===== config.mk =====
export PLATFORM = sky130hd
export DESIGN_NAME = prci_top
export DESIGN_NICKNAME = d
export VERILOG_FILES = /design/src/logic/prci_apb_pkg.sv /design/src/logic/prci_cfg_pkg.sv /design/src/logic/prci_top.sv /design/src/logic/prci_apb_regs.sv /design/src/logic/prci_reset_seq.sv /design/src/logic/prci_lock_filter.sv
export SDC_FILE = /design/constraint.sdc
export NUM_CORES = 1
export LEC_CHECK = 0
export ABC_CLOCK_PERIOD_IN_PS = 4400
export BUFFER_PORTS_ARGS = -buffer_cell sky130_fd_sc_hd__buf_2
export CAP_MARGIN = 30
export CORE_MARGIN = 8
export CORE_UTILIZATION = 40
export CTS_CLUSTER_DIAMETER = 150
export CTS_CLUSTER_SIZE = 16
export DETAILED_ROUTE_END_ITERATION = 7
export PLACE_DENSITY_LB_ADDON = 0.08
export SLEW_MARGIN = 20
export SYNTH_ARGS = -nofsm -noshare
export SYNTH_HDL_FRONTEND = slang
export SYNTH_HIERARCHICAL = 1
export SYNTH_SLANG_ARGS = --single-unit

===== constraint.sdc =====
create_clock -name i_clk -period 4.4 [get_ports i_clk]
set_clock_uncertainty 0.2 [all_clocks]
set_input_delay 1.1 -clock i_clk [delete_from_list [all_inputs] [get_ports i_clk]]
set_output_delay 1.1 -clock i_clk [all_outputs]
set_load 0.05 [all_outputs]

===== src/logic/prci_apb_pkg.sv =====
// Register map of the PRCI APB slave; only full 12-bit offsets are decoded and byte strobes are not supported
package prci_apb_pkg;

  // Bus widths
  localparam int APB_ADDR_W = 12;
  localparam int APB_DATA_W = 32;

  typedef logic [APB_ADDR_W-1:0] apb_addr_t;
  typedef logic [APB_DATA_W-1:0] apb_data_t;

  // Read-only status
  // bit 0 sys lock ok, bit 1 ddr lock ok, bit 2 sys reset released, bit 3 dbg reset released
  localparam apb_addr_t REG_STATUS = apb_addr_t'(12'h000);

  // Write bit 0 to request a system reset, reads as zero
  localparam apb_addr_t REG_RESET_REQ = apb_addr_t'(12'h004);

  // Saturating lock-loss counter, cleared by i_reset only
  localparam apb_addr_t REG_LOCK_LOSS = apb_addr_t'(12'h008);

endpackage


===== src/logic/prci_cfg_pkg.sv =====
// Sequencer types and default lengths; counters are 16 bits so lengths must lie in 1 to 65535 cycles
package prci_cfg_pkg;

  // Width of the filter and hold counters
  localparam int PRCI_CNT_W = 16;

  typedef logic [PRCI_CNT_W-1:0] prci_cnt_t;

  // Reset sequencer states in release order
  typedef enum logic [1:0] {
    ST_WAIT_SYS = 2'd0,
    ST_WAIT_DDR = 2'd1,
    ST_HOLD     = 2'd2,
    ST_RUN      = 2'd3
  } prci_state_e;

  // Cycles a synchronized lock must stay high before it counts as stable
  localparam prci_cnt_t DEF_LOCK_FILTER = prci_cnt_t'(8);

  // Cycles the system reset is held after both locks are qualified
  localparam prci_cnt_t DEF_RESET_HOLD = prci_cnt_t'(16);

endpackage

===== src/logic/prci_top.sv =====
// Single clock domain; lock inputs may be asynchronous but i_dmi_reset must be synchronous to i_clk
`timescale 1ns/100ps

module prci_top #(
  parameter prci_cfg_pkg::prci_cnt_t LOCK_FILTER = prci_cfg_pkg::DEF_LOCK_FILTER,
  parameter prci_cfg_pkg::prci_cnt_t RESET_HOLD  = prci_cfg_pkg::DEF_RESET_HOLD
) (
  input  logic                    i_clk,
  input  logic                    i_reset,
  input  logic                    i_sys_locked,
  input  logic                    i_ddr_locked,
  input  logic                    i_dmi_reset,
  input  logic                    i_psel,
  input  logic                    i_penable,
  input  logic                    i_pwrite,
  input  prci_apb_pkg::apb_addr_t i_paddr,
  input  prci_apb_pkg::apb_data_t i_pwdata,
  output logic                    o_sys_nrst,
  output logic                    o_dbg_nrst,
  output prci_apb_pkg::apb_data_t o_prdata,
  output logic                    o_pready,
  output logic                    o_pslverr
);

  logic w_sys_ok;
  logic w_ddr_ok;
  logic w_sw_reset_req;
  logic w_lock_lost;

  // Lock qualification
  prci_lock_filter #(
    .LOCK_FILTER(LOCK_FILTER)
  ) u_lock_filter (
    .i_clk        (i_clk),
    .i_reset      (i_reset),
    .i_sys_locked (i_sys_locked),
    .i_ddr_locked (i_ddr_locked),
    .o_sys_ok     (w_sys_ok),
    .o_ddr_ok     (w_ddr_ok)
  );

  // Reset ordering
  prci_reset_seq #(
    .RESET_HOLD(RESET_HOLD)
  ) u_reset_seq (
    .i_clk          (i_clk),
    .i_reset        (i_reset),
    .i_sys_ok       (w_sys_ok),
    .i_ddr_ok       (w_ddr_ok),
    .i_sw_reset_req (w_sw_reset_req),
    .i_dmi_reset    (i_dmi_reset),
    .o_sys_nrst     (o_sys_nrst),
    .o_dbg_nrst     (o_dbg_nrst),
    .o_lock_lost    (w_lock_lost)
  );

  // Register access, also reads back the reset outputs
  prci_apb_regs u_apb_regs (
    .i_clk          (i_clk),
    .i_reset        (i_reset),
    .i_psel         (i_psel),
    .i_penable      (i_penable),
    .i_pwrite       (i_pwrite),
    .i_paddr        (i_paddr),
    .i_pwdata       (i_pwdata),
    .i_sys_ok       (w_sys_ok),
    .i_ddr_ok       (w_ddr_ok),
    .i_sys_nrst     (o_sys_nrst),
    .i_dbg_nrst     (o_dbg_nrst),
    .i_lock_lost    (w_lock_lost),
    .o_prdata       (o_prdata),
    .o_pready       (o_pready),
    .o_pslverr      (o_pslverr),
    .o_sw_reset_req (w_sw_reset_req)
  );

endmodule


===== src/logic/prci_apb_regs.sv =====
// Zero-wait-state APB slave; unmapped offsets answer with PSLVERR and writes to read-only registers are dropped
`timescale 1ns/100ps

module prci_apb_regs (
  input  logic                    i_clk,
  input  logic                    i_reset,
  input  logic                    i_psel,
  input  logic                    i_penable,
  input  logic                    i_pwrite,
  input  prci_apb_pkg::apb_addr_t i_paddr,
  input  prci_apb_pkg::apb_data_t i_pwdata,
  input  logic                    i_sys_ok,
  input  logic                    i_ddr_ok,
  input  logic                    i_sys_nrst,
  input  logic                    i_dbg_nrst,
  input  logic                    i_lock_lost,
  output prci_apb_pkg::apb_data_t o_prdata,
  output logic                    o_pready,
  output logic                    o_pslverr,
  output logic                    o_sw_reset_req
);

  import prci_apb_pkg::*;

  logic      access;
  logic      hit_status;
  logic      hit_reset_req;
  logic      hit_lock_loss;
  logic      hit_any;
  apb_data_t status_word;
  apb_data_t lock_loss_cnt;
  apb_data_t rd_mux;

  // Access phase of a transfer
  assign access = i_psel & i_penable;

  assign hit_status    = (i_paddr == REG_STATUS);
  assign hit_reset_req = (i_paddr == REG_RESET_REQ);
  assign hit_lock_loss = (i_paddr == REG_LOCK_LOSS);
  assign hit_any       = hit_status | hit_reset_req | hit_lock_loss;

  assign status_word = {{(APB_DATA_W-4){1'b0}}, i_dbg_nrst, i_sys_nrst, i_ddr_ok, i_sys_ok};

  always_comb begin
    rd_mux = '0;
    if (hit_status) begin
      rd_mux = status_word;
    end else if (hit_lock_loss) begin
      rd_mux = lock_loss_cnt;
    end
  end

  // No wait states
  assign o_pready  = 1'b1;
  assign o_pslverr = access & ~hit_any;
  assign o_prdata  = (access && !i_pwrite) ? rd_mux : '0;

  // One-cycle request pulse after the access cycle
  always_ff @(posedge i_clk) begin
    if (i_reset) begin
      o_sw_reset_req <= 1'b0;
    end else begin
      o_sw_reset_req <= access & i_pwrite & hit_reset_req & i_pwdata[0];
    end
  end

  // Lock losses in run, saturating
  always_ff @(posedge i_clk) begin
    if (i_reset) begin
      lock_loss_cnt <= '0;
    end else if (i_lock_lost && (lock_loss_cnt != '1)) begin
      lock_loss_cnt <= lock_loss_cnt + apb_data_t'(1);
    end
  end

endmodule


===== src/logic/prci_reset_seq.sv =====
// Releases debug reset before system reset; RESET_HOLD must be at least 1 and requests outside ST_RUN or ST_HOLD are ignored
`timescale 1ns/100ps

module prci_reset_seq #(
  parameter prci_cfg_pkg::prci_cnt_t RESET_HOLD = prci_cfg_pkg::DEF_RESET_HOLD
) (
  input  logic i_clk,
  input  logic i_reset,
  input  logic i_sys_ok,
  input  logic i_ddr_ok,
  input  logic i_sw_reset_req,
  input  logic i_dmi_reset,
  output logic o_sys_nrst,
  output logic o_dbg_nrst,
  output logic o_lock_lost
);

  import prci_cfg_pkg::*;

  prci_state_e state;
  prci_cnt_t   hold_cnt;
  logic        reset_req;

  // Software and debug-module requests are handled the same way
  assign reset_req = i_sw_reset_req | i_dmi_reset;

  always_ff @(posedge i_clk) begin
    if (i_reset) begin
      state       <= ST_WAIT_SYS;
      hold_cnt    <= '0;
      o_sys_nrst  <= 1'b0;
      o_dbg_nrst  <= 1'b0;
      o_lock_lost <= 1'b0;
    end else begin
      o_lock_lost <= 1'b0;
      case (state)
        ST_WAIT_SYS: begin
          // Debug logic only needs the system clock
          if (i_sys_ok) begin
            o_dbg_nrst <= 1'b1;
            hold_cnt   <= '0;
            state      <= i_ddr_ok ? ST_HOLD : ST_WAIT_DDR;
          end
        end
        ST_WAIT_DDR: begin
          if (!i_sys_ok) begin
            o_dbg_nrst <= 1'b0;
            state      <= ST_WAIT_SYS;
          end else if (i_ddr_ok) begin
            hold_cnt <= '0;
            state    <= ST_HOLD;
          end
        end
        ST_HOLD: begin
          if (!i_sys_ok) begin
            o_dbg_nrst <= 1'b0;
            state      <= ST_WAIT_SYS;
          end else if (!i_ddr_ok) begin
            state <= ST_WAIT_DDR;
          end else if (reset_req) begin
            hold_cnt <= '0;
          end else if (hold_cnt == RESET_HOLD - prci_cnt_t'(1)) begin
            o_sys_nrst <= 1'b1;
            state      <= ST_RUN;
          end else begin
            hold_cnt <= hold_cnt + prci_cnt_t'(1);
          end
        end
        ST_RUN: begin
          if (!i_sys_ok) begin
            o_sys_nrst  <= 1'b0;
            o_dbg_nrst  <= 1'b0;
            o_lock_lost <= 1'b1;
            state       <= ST_WAIT_SYS;
          end else if (!i_ddr_ok) begin
            o_sys_nrst  <= 1'b0;
            o_lock_lost <= 1'b1;
            state       <= ST_WAIT_DDR;
          end else if (reset_req) begin
            // Debug reset stays released across a request
            o_sys_nrst <= 1'b0;
            hold_cnt   <= '0;
            state      <= ST_HOLD;
          end
        end
        default: begin
          state <= ST_WAIT_SYS;
        end
      endcase
    end
  end

endmodule


===== src/logic/prci_lock_filter.sv =====
// Lock inputs are asynchronous levels; two-flop synchronizers add 2 cycles of latency in both directions
`timescale 1ns/100ps

module prci_lock_filter #(
  parameter prci_cfg_pkg::prci_cnt_t LOCK_FILTER = prci_cfg_pkg::DEF_LOCK_FILTER
) (
  input  logic i_clk,
  input  logic i_reset,
  input  logic i_sys_locked,
  input  logic i_ddr_locked,
  output logic o_sys_ok,
  output logic o_ddr_ok
);

  import prci_cfg_pkg::*;

  // Index 0 is the system PLL lock, index 1 the DDR calibration flag
  logic [1:0] lock_in;
  logic [1:0] sync_meta;
  logic [1:0] sync_lvl;
  logic [1:0] stable;
  prci_cnt_t  stab_cnt [2];

  assign lock_in = {i_ddr_locked, i_sys_locked};

  // Two-flop synchronizer per input
  always_ff @(posedge i_clk) begin
    if (i_reset) begin
      sync_meta <= '0;
      sync_lvl  <= '0;
    end else begin
      sync_meta <= lock_in;
      sync_lvl  <= sync_meta;
    end
  end

  // Stability counters, saturate at the window length
  always_ff @(posedge i_clk) begin
    for (int i = 0; i < 2; i++) begin
      if (i_reset || !sync_lvl[i]) begin
        stab_cnt[i] <= '0;
      end else if (stab_cnt[i] != LOCK_FILTER) begin
        stab_cnt[i] <= stab_cnt[i] + prci_cnt_t'(1);
      end
    end
  end

  // A low synchronized level drops the qualified lock without waiting for the counter
  always_comb begin
    for (int i = 0; i < 2; i++) begin
      stable[i] = sync_lvl[i] && (stab_cnt[i] == LOCK_FILTER);
    end
  end

  assign o_sys_ok = stable[0];
  assign o_ddr_ok = stable[1];

endmodule


Word level (Yosys, flattened, before mapping)
Memories as Yosys holds them, arrays and structs flattened.
Cells that the tools add are included.

cells by class
  $add $sub $neg = 4
  eq/ne operators = 27
  muxes and demuxes = 51
  bitwise operators = 12
  reductions and logical operators = 18

operator list
  operator               number
  $mux 16                12
  $mux 32                3
  $pmux 16 s4            1
  $add 16x1->16 const B  3
  $eq 16x4->1 const B    3
  $add 32x1->32 const B  1
  $ne 16x4->1 const B    2
  $ne 32x32->1 const B   1
  $mux 2                 11
  $mux 1                 21
  $ne 2x1->1 const B     9
  $eq 12x3->1 const B    1
  $eq 12x4->1 const B    1
  $logic_not 12->1       1
  $ne 4x4->1 const B     3
  $reduce_and 9->1       1
  $pmux 2 s4             1
  $reduce_and 6->1       1
  $and 1x1->1            5
  $or 1x1->1             5
  $reduce_and 5->1       1
  $eq 2x2->1 const B     2
  $logic_and 1x1->1      4
  $ne 2x2->1 const B     2
  other kinds (12)       17

word-level totals
  bits in registers = 58
  memory bits (writable) = 32
  input bits = 52
  output and inout bits = 36
  word-level logic and storage cells = 122
  memories = 1

memories
  name                    depth  bits a word  rd ports  clocked after Yosys merged registers in  write ports  line                    RTL
  u_lock_filter.stab_cnt  2      16           2         0                                        2            prci_lock_filter.sv:22  prci_cnt_t stab_cnt [2];

Longest topological paths before layout
Gate-level depths: netlist (run 1).

  word-level depth = 6
  gate-level depth with buffers = 10
  gate-level depth less buffers = 9

Cells and area by module
Netlist (run 1), hierarchy kept.

modules (own cells, without submodules)
  module            instances  cells each  area an instance (µm²)  seq. area each (µm²)
  prci_apb_regs     1          261         2077.0                  660.6
  prci_lock_filter  1          188         1949.4                  1041.0
  prci_reset_seq    1          140         1202.4                  420.4

Worst setup path after synthesis (run 1)
Ideal clock, no wire load.

  kind = input-to-output
  from = in i_paddr[1]
  to = out o_prdata[11]
  arrival time = 3.092 ns
  required time = 3.100 ns
  setup slack = 0.008 ns
  stages on the path = 5
  buffers on the path = 1
  path through = nor4_1 nand4b_1 or3_1 clkbuf_1 nor3_1

between the ends
  longest elaborated chain between the ends = 4
  elaborated cells between the ends (all ways) = 5
  those cells by class = eq/ne: 1; mux: 3; reduce/logical: 1

ends and longest elaborated chain
  element      line                 RTL
  from (decl)  prci_top.sv:16       input prci_apb_pkg::apb_addr_t i_paddr,
  $eq 12x4->1  prci_apb_regs.sv:39  assign hit_lock_loss = (i_paddr == REG_LOCK_LOSS);
  $mux 32      prci_apb_regs.sv:48  end else if (hit_lock_loss) begin
  $mux 32 *    prci_apb_regs.sv:46  if (hit_status) begin
  $mux 32 *    prci_apb_regs.sv:56  assign o_prdata = (access && !i_pwrite) ? rd_mux : '0;
  to (decl)    prci_top.sv:20       output prci_apb_pkg::apb_data_t o_prdata,

Every way passes the cells marked *; elsewhere a longest branch is shown, timed or not.

Worst setup path in the final report (run 1)
  from = in i_paddr[1]
  to = out o_prdata[18]

Same word-level chain as after synthesis.

==> flow_metrics.env, run 1 <==
export IMPL_status="complete, no violations"
export IMPL_clk_pin_slew_ns=0.06
export IMPL_antenna_found_initial=0
export IMPL_hpwl_um=8860
export IMPL_drv_cap=0
export IMPL_crit_path_max_fanout=25
export IMPL_clkLatencyLatePin_ns=0.34
export IMPL_p_per_area_nw_per_um2=280
export IMPL_required_ns=3.10
export IMPL_root_buffer="clkbuf_16"
export IMPL_h_tree_depth=3
export IMPL_io_pins=88
export IMPL_yosys_cell_types_count=65
export IMPL_multi_input_area_sq_um=2890
export IMPL_overflow=0
export IMPL_post_place_ws_ns=0.152
export IMPL_slew_viol_final=0
export IMPL_fin_crit_sh_pct=96.1
export IMPL_post_place_cells=794
export IMPL_stdcell_count=810
export IMPL_fin_nets=691
export IMPL_synthTopCellsByArea="dfxtp_1 (22%), edfxtp_1 (18%), nor2_1 (5.9%), xnor2_1 (4.5%), nand4_1 (4.2%)"
export IMPL_cp_arrival_ns=2.93
export IMPL_syn_area_sq_um=5230
export IMPL_vias=4532
export IMPL_setup_viol=0
export IMPL_cts_buffers=9
export IMPL_placementRows=41
export IMPL_period_needed_ns=4.23
export IMPL_initial_utilization_pct=41.3
export IMPL_hold_path_class="flip-flop to flip-flop"
export IMPL_regArea_sq_um=2120
export IMPL_worst_slack_ns=0.172
export IMPL_p_leak_nw=2.02
export IMPL_cts_buffer_depth=2
export IMPL_viasPerCell=5.60
export IMPL_synth_seq_cells=90
export IMPL_critPathCaptureType="output pin"
export IMPL_ant_nets=0
export IMPL_core_area_sq_um=12700
export IMPL_critPathKind="input pin to output pin"
export IMPL_yosysWarnings=6
export IMPL_wl_per_cell_um=15.4
export IMPL_hold_buffers=0
export IMPL_rsz0062_at_grt="false"
export IMPL_grt_pass1_vias=4285
export IMPL_die_h_um=130
export IMPL_slew_headroom_pct=43.9
export IMPL_cts_sinks=90
export IMPL_fill_cells=1261
export IMPL_synth_nets=647
export IMPL_port_buffer_count=55
export IMPL_cts_resized=0
export IMPL_tns_ns=0
export IMPL_hold_viol_final=0
export IMPL_ir_drop_uv=136
export IMPL_cts_tree="done"
export IMPL_grt_max_degree=40
export IMPL_grt_usage_pct=15.3
export IMPL_whs_ns=0.240
export IMPL_start_kind="input pin"
export IMPL_avgSynthCellArea_sq_um=8.88
export IMPL_initialDrtViolationCount=342
export IMPL_synth_largest_area_cell="dfxtp_1"
export IMPL_syn_to_final_growth_pct=12.9
export IMPL_die_x_um=130
export IMPL_maxClockFrequency_ghz=0.237
export IMPL_synth_edff_count=32
export IMPL_drcViolationCount=0
export IMPL_synth_flop_cell="dfxtp_1"
export IMPL_synthCells=589
export IMPL_antenna_cells=0
export IMPL_drive_gt1_share_pct=14.7
export IMPL_firstDrtPassIters=5
export IMPL_die_area_sq_um=17000
export IMPL_yosysTopAreaCellShare_pct=22.2
export IMPL_post_cts_setup_buffers=0
export IMPL_tightestPinTransition_ns=0.836
export IMPL_gp_congestion=0.857
export IMPL_grt_pass1_wl_um=21100
export IMPL_synthArstFlopShare_pct=0
export IMPL_ys_seq_area_share_pct=40.6
export IMPL_totalWireLength_um=12500
==> stage by stage <==
step                utilization [%]  power, mW  area [sq um]
finish                         46.6       1.65          5900
floorplan                         -      0.902          5230
detailed placement             44.3      0.916          5620
CTS                            46.6       1.68          5900
global route                   46.6       1.72          5900
global placement               44.3      0.916          5620
==> final cells by class <==
type | count | share of cell area [%]
Inverter | 17 | 1.08
Clock buffer | 10 | 3.88
Sequential cell | 90 | 35.9
Tap cell | 172 | 3.64
Clock inverter | 6 | 0.975
Multi-Input combinational cell | 455 | 49.0
Timing Repair Buffer | 60 | 5.51
==> cells in the mapped netlist (all sizes together) (2+ instances only) <==
cell type and n:
and4 11, clkbuf 15, nor4b 6, o21ai 13
and2 31, nor2 83, or3b 2, a41oi 6
nor4 20, nand2b 5, o31ai 4, a21oi 19
nand4 36, xor2 16, xnor2 27, a31oi 14
dfxtp 58, nand3b 2, mux2i 6, mux2 3
or3 12, nor2b 8, a31o 4, o221ai 3
and3 8, or4 6, inv 17, nand3 32
a211oi 9, nand2 32, nor3 16, ha 6
edfxtp 32, buf 12
==> path summary, 6_finish.rpt <==
check	from	endpoint	slack (ns)	cells past startpoint
worst min-delay path	u_lock_filter/sync_meta[0]$_SDFF_PP0_	u_lock_filter/sync_lvl[0]$_SDFF_PP0_	0.24	1
worst min register to register	u_lock_filter/sync_meta[0]$_SDFF_PP0_	u_lock_filter/sync_lvl[0]$_SDFF_PP0_	0.24	1
worst max register to register	u_lock_filter/stab_cnt[1][0]$_SDFFCE_PN0P_	u_reset_seq/hold_cnt[7]$_SDFFE_PP0P_	1.29	9
worst max-delay path	i_paddr[1]	o_prdata[18]	0.17	8
==> cells in the final DEF, fill, tap and decap left out, drive strengths merged, types with 20 or more instances in the layout <==
master	instances
nand2	32
and2	31
buf	60
xnor2	27
dfxtp	58
nor2	83
nand4	36
nand3	32
nor4	20
edfxtp	32
==> where the power goes <==
| part | internal [mW] | switching [mW] |
|---|---|---|
| registers | 0.857 | 0.00128 |
| logic | 0.0130 | 0.0254 |
| clock network | 0.436 | 0.318 |
==> state kept, by name, summed over array words and instances (netlist names) <==
register	cells
u_apb_regs/lock_loss_cnt	32
u_lock_filter/stab_cnt	32
u_reset_seq/state	2
u_reset_seq/hold_cnt	16
u_apb_regs/o_sw_reset_req	1
u_lock_filter/sync_meta	2
u_reset_seq/o_sys_nrst	1
u_reset_seq/o_dbg_nrst	1
u_reset_seq/o_lock_lost	1
u_lock_filter/sync_lvl	2
==> cell families (layout without fill, tap and decap cells) <==
family	count (synthesis)	after routing	share of synthesized area, %
buf+inv	44	93	4.12
compound gates	78	78	10.4
xor+xnor	43	43	7.20
other cells	1	1	0.0717
flops	90	90	40.6
simple gates	318	318	34.4
fa+ha+maj	6	6	1.44
mux	9	9	1.79
==> worst max-delay path, stage by stage <==
cell      delay [ns]
buf_2           0.10
nor4_1          0.39
nand4b_1        0.17
or3_1           0.35
nor2_1          0.19
buf_12          0.19
and2_1          0.17
buf_2           0.27
==> metal layers <==
layer	share of wire, %	global-route usage, %	up-vias	wire length (um)
met4	1.3	5.81	0	159
met1	50	21.3	2129	6210
met2	43	22.6	121	5410
met3	5.5	3.51	11	687
li1	-	-	2271	-
met5	0	0	-	0
Power figures use the tool's default switching activity.
==> run 2: changes to the inputs <==
BUFFER_PORTS_ARGS = unset   (was -buffer_cell sky130_fd_sc_hd__buf_2)
DONT_BUFFER_PORTS = 1   (was unset)
RECOVER_POWER = 50   (was unset)
==> flow_metrics.env, run 2 (synthesis gave the netlist of run 1 again) <==
export IMPL_status="complete, no violations"
export IMPL_hpwl_um=8820
export IMPL_clkLatencyLatePin_ns=0.35
export IMPL_p_total_mw=1.71
export IMPL_cts_buffers=9
export IMPL_slew_viol_final=0
export IMPL_vias=4468
export IMPL_syn_to_final_growth_pct=17.9
export IMPL_ant_nets=0
export IMPL_cts_resized=0
export IMPL_post_cts_setup_buffers=0
export IMPL_fin_crit_sh_pct=92.4
export IMPL_io_pins=88
export IMPL_critPathCaptureType="output pin"
export IMPL_ir_drop_uv=214
export IMPL_start_kind="input pin"
export IMPL_cp_arrival_ns=2.76
export IMPL_gp_congestion=0.829
export IMPL_p_leak_nw=1.98
export IMPL_tightestPinTransition_ns=1.33
export IMPL_crit_path_cell_trace="nor4_1 > nand4b_1 > or3_1 > nor2_1 > buf_4 > and2_1 > buf_12"
export IMPL_viasPerCell=5.68
export IMPL_period_needed_ns=4.06
export IMPL_placementRows=41
export IMPL_h_tree_depth=3
export IMPL_drcViolationCount=0
export IMPL_grt_pass1_wl_um=21800
export IMPL_drive_gt1_share_pct=10.9
export IMPL_cts_buffer_depth=2
export IMPL_tns_ns=0
export IMPL_slew_headroom_pct=10.6
export IMPL_required_ns=3.10
export IMPL_reg_top3="u_apb_regs/lock_loss_cnt x32, u_lock_filter/stab_cnt x32, u_reset_seq/hold_cnt x16"
export IMPL_core_area_sq_um=12700
export IMPL_initial_utilization_pct=41.3
export IMPL_maxClockFrequency_ghz=0.246
export IMPL_fill_cells=1245
export IMPL_grt_usage_pct=15.9
export IMPL_die_h_um=130
export IMPL_port_buffer_count=0
export IMPL_fin_nets=667
export IMPL_clk_pin_slew_ns=0.07
export IMPL_wl_per_cell_um=16.1
export IMPL_hold_viol_final=0
export IMPL_critPathKind="input pin to output pin"
export IMPL_overflow=0
export IMPL_final_cell_mix="nor2_1 (82), dfxtp_1 (58), nand4_1 (36)"
export IMPL_die_area_sq_um=17000
export IMPL_final_common_cell="nor2_1"
export IMPL_cts_tree="done"
export IMPL_slowest_stage="nor4_1"
export IMPL_die_x_um=130
export IMPL_grt_pass1_vias=4397
export IMPL_antenna_found_initial=0
export IMPL_critPathBufInv=2
export IMPL_firstDrtPassIters=5
export IMPL_cp_slowest_stage_delay_ns=0.37
export IMPL_rsz0062_at_grt="false"
export IMPL_regArea_sq_um=2120
export IMPL_crit_path_max_fanout=25
export IMPL_design_area_sq_um=6160
export IMPL_setup_viol=0
export IMPL_p_per_area_nw_per_um2=278
export IMPL_grt_max_degree=67
export IMPL_totalWireLength_um=12700
export IMPL_antenna_cells=0
export IMPL_root_buffer="clkbuf_16"
export IMPL_hold_buffers=0
export IMPL_drv_cap=0
export IMPL_place_area_sq_um=5890
export IMPL_cts_sinks=90
export IMPL_initialDrtViolationCount=291
export IMPL_hold_path_class="flip-flop to flip-flop"
export IMPL_multi_input_area_sq_um=2860
export IMPL_cp_top_family="simple AND/OR/NAND/NOR gates"
==> run 2: cell count changes in the layout (fill, tap and decap cells not counted), moves of 2 or more <==
| cell | delta |
|---|---|
| clkinv_1 | -2 |
| inv_6 | +2 |
| buf_2 | -55 |
| buf_4 | +7 |
| buf_12 | +24 |
==> run 2: metal layers <==
metal  global-route usage (%)  vias up  wire (um)
li1                         -     2228          -
met1                     21.5     2118       6200
met2                     23.4      107       5580
met3                     4.28       15        689
met4                     6.55        0        211
met5                        0        -          0
==> run 2: cell type report <==
cell class	count	share of cell area [%]
well taps	172	3.49
repair buffers	36	9.46
multi-input cells	455	46.4
clock inverters	5	1.38
flip-flops and latches	90	34.4
clock buffers	11	3.78
inverters	17	1.04
==> run 2: final timing paths <==
path,startpoint,end,slack [ns],cells past startpoint
max,i_paddr[9],o_prdata[21],0.34,7
min,u_lock_filter/sync_meta[1]$_SDFF_PP0_,u_lock_filter/sync_lvl[1]$_SDFF_PP0_,0.25,1
max reg2reg,u_lock_filter/stab_cnt[0][0]$_SDFFCE_PN0P_,u_reset_seq/hold_cnt[8]$_SDFFE_PP0P_,1.23,9
min reg2reg,u_lock_filter/sync_meta[1]$_SDFF_PP0_,u_lock_filter/sync_lvl[1]$_SDFF_PP0_,0.25,1
==> run 2: stage by stage <==
stage	util [%]	worst slack (ns)	instances	hold WS, ns
finish	48.6	0.335	786	0.250
global placement	46.5	0.414	770	0.233
detailed placement	46.5	0.343	770	0.238
global route	48.6	0.145	786	0.264
CTS	49.0	0.334	786	0.254
floorplan	-	0.00826	589	0.214
==> run 2: worst register-to-register path: stages, from the launching register on <==
cell and delay [ns]:
edfxtp_1 0.44, inv_1 0.09, ha_1 0.15, nor4b_1 0.21
and4_1 0.30, and2_0 0.52, nand2_1 0.27, a41oi_2 0.52
nand2_1 0.19, o221ai_1 0.20
==> run 2: power breakdown <==
part           switching [mW]  internal [mW]
Sequential            0.00145          0.857
Clock                   0.331          0.502
Combinational          0.0120        0.00691
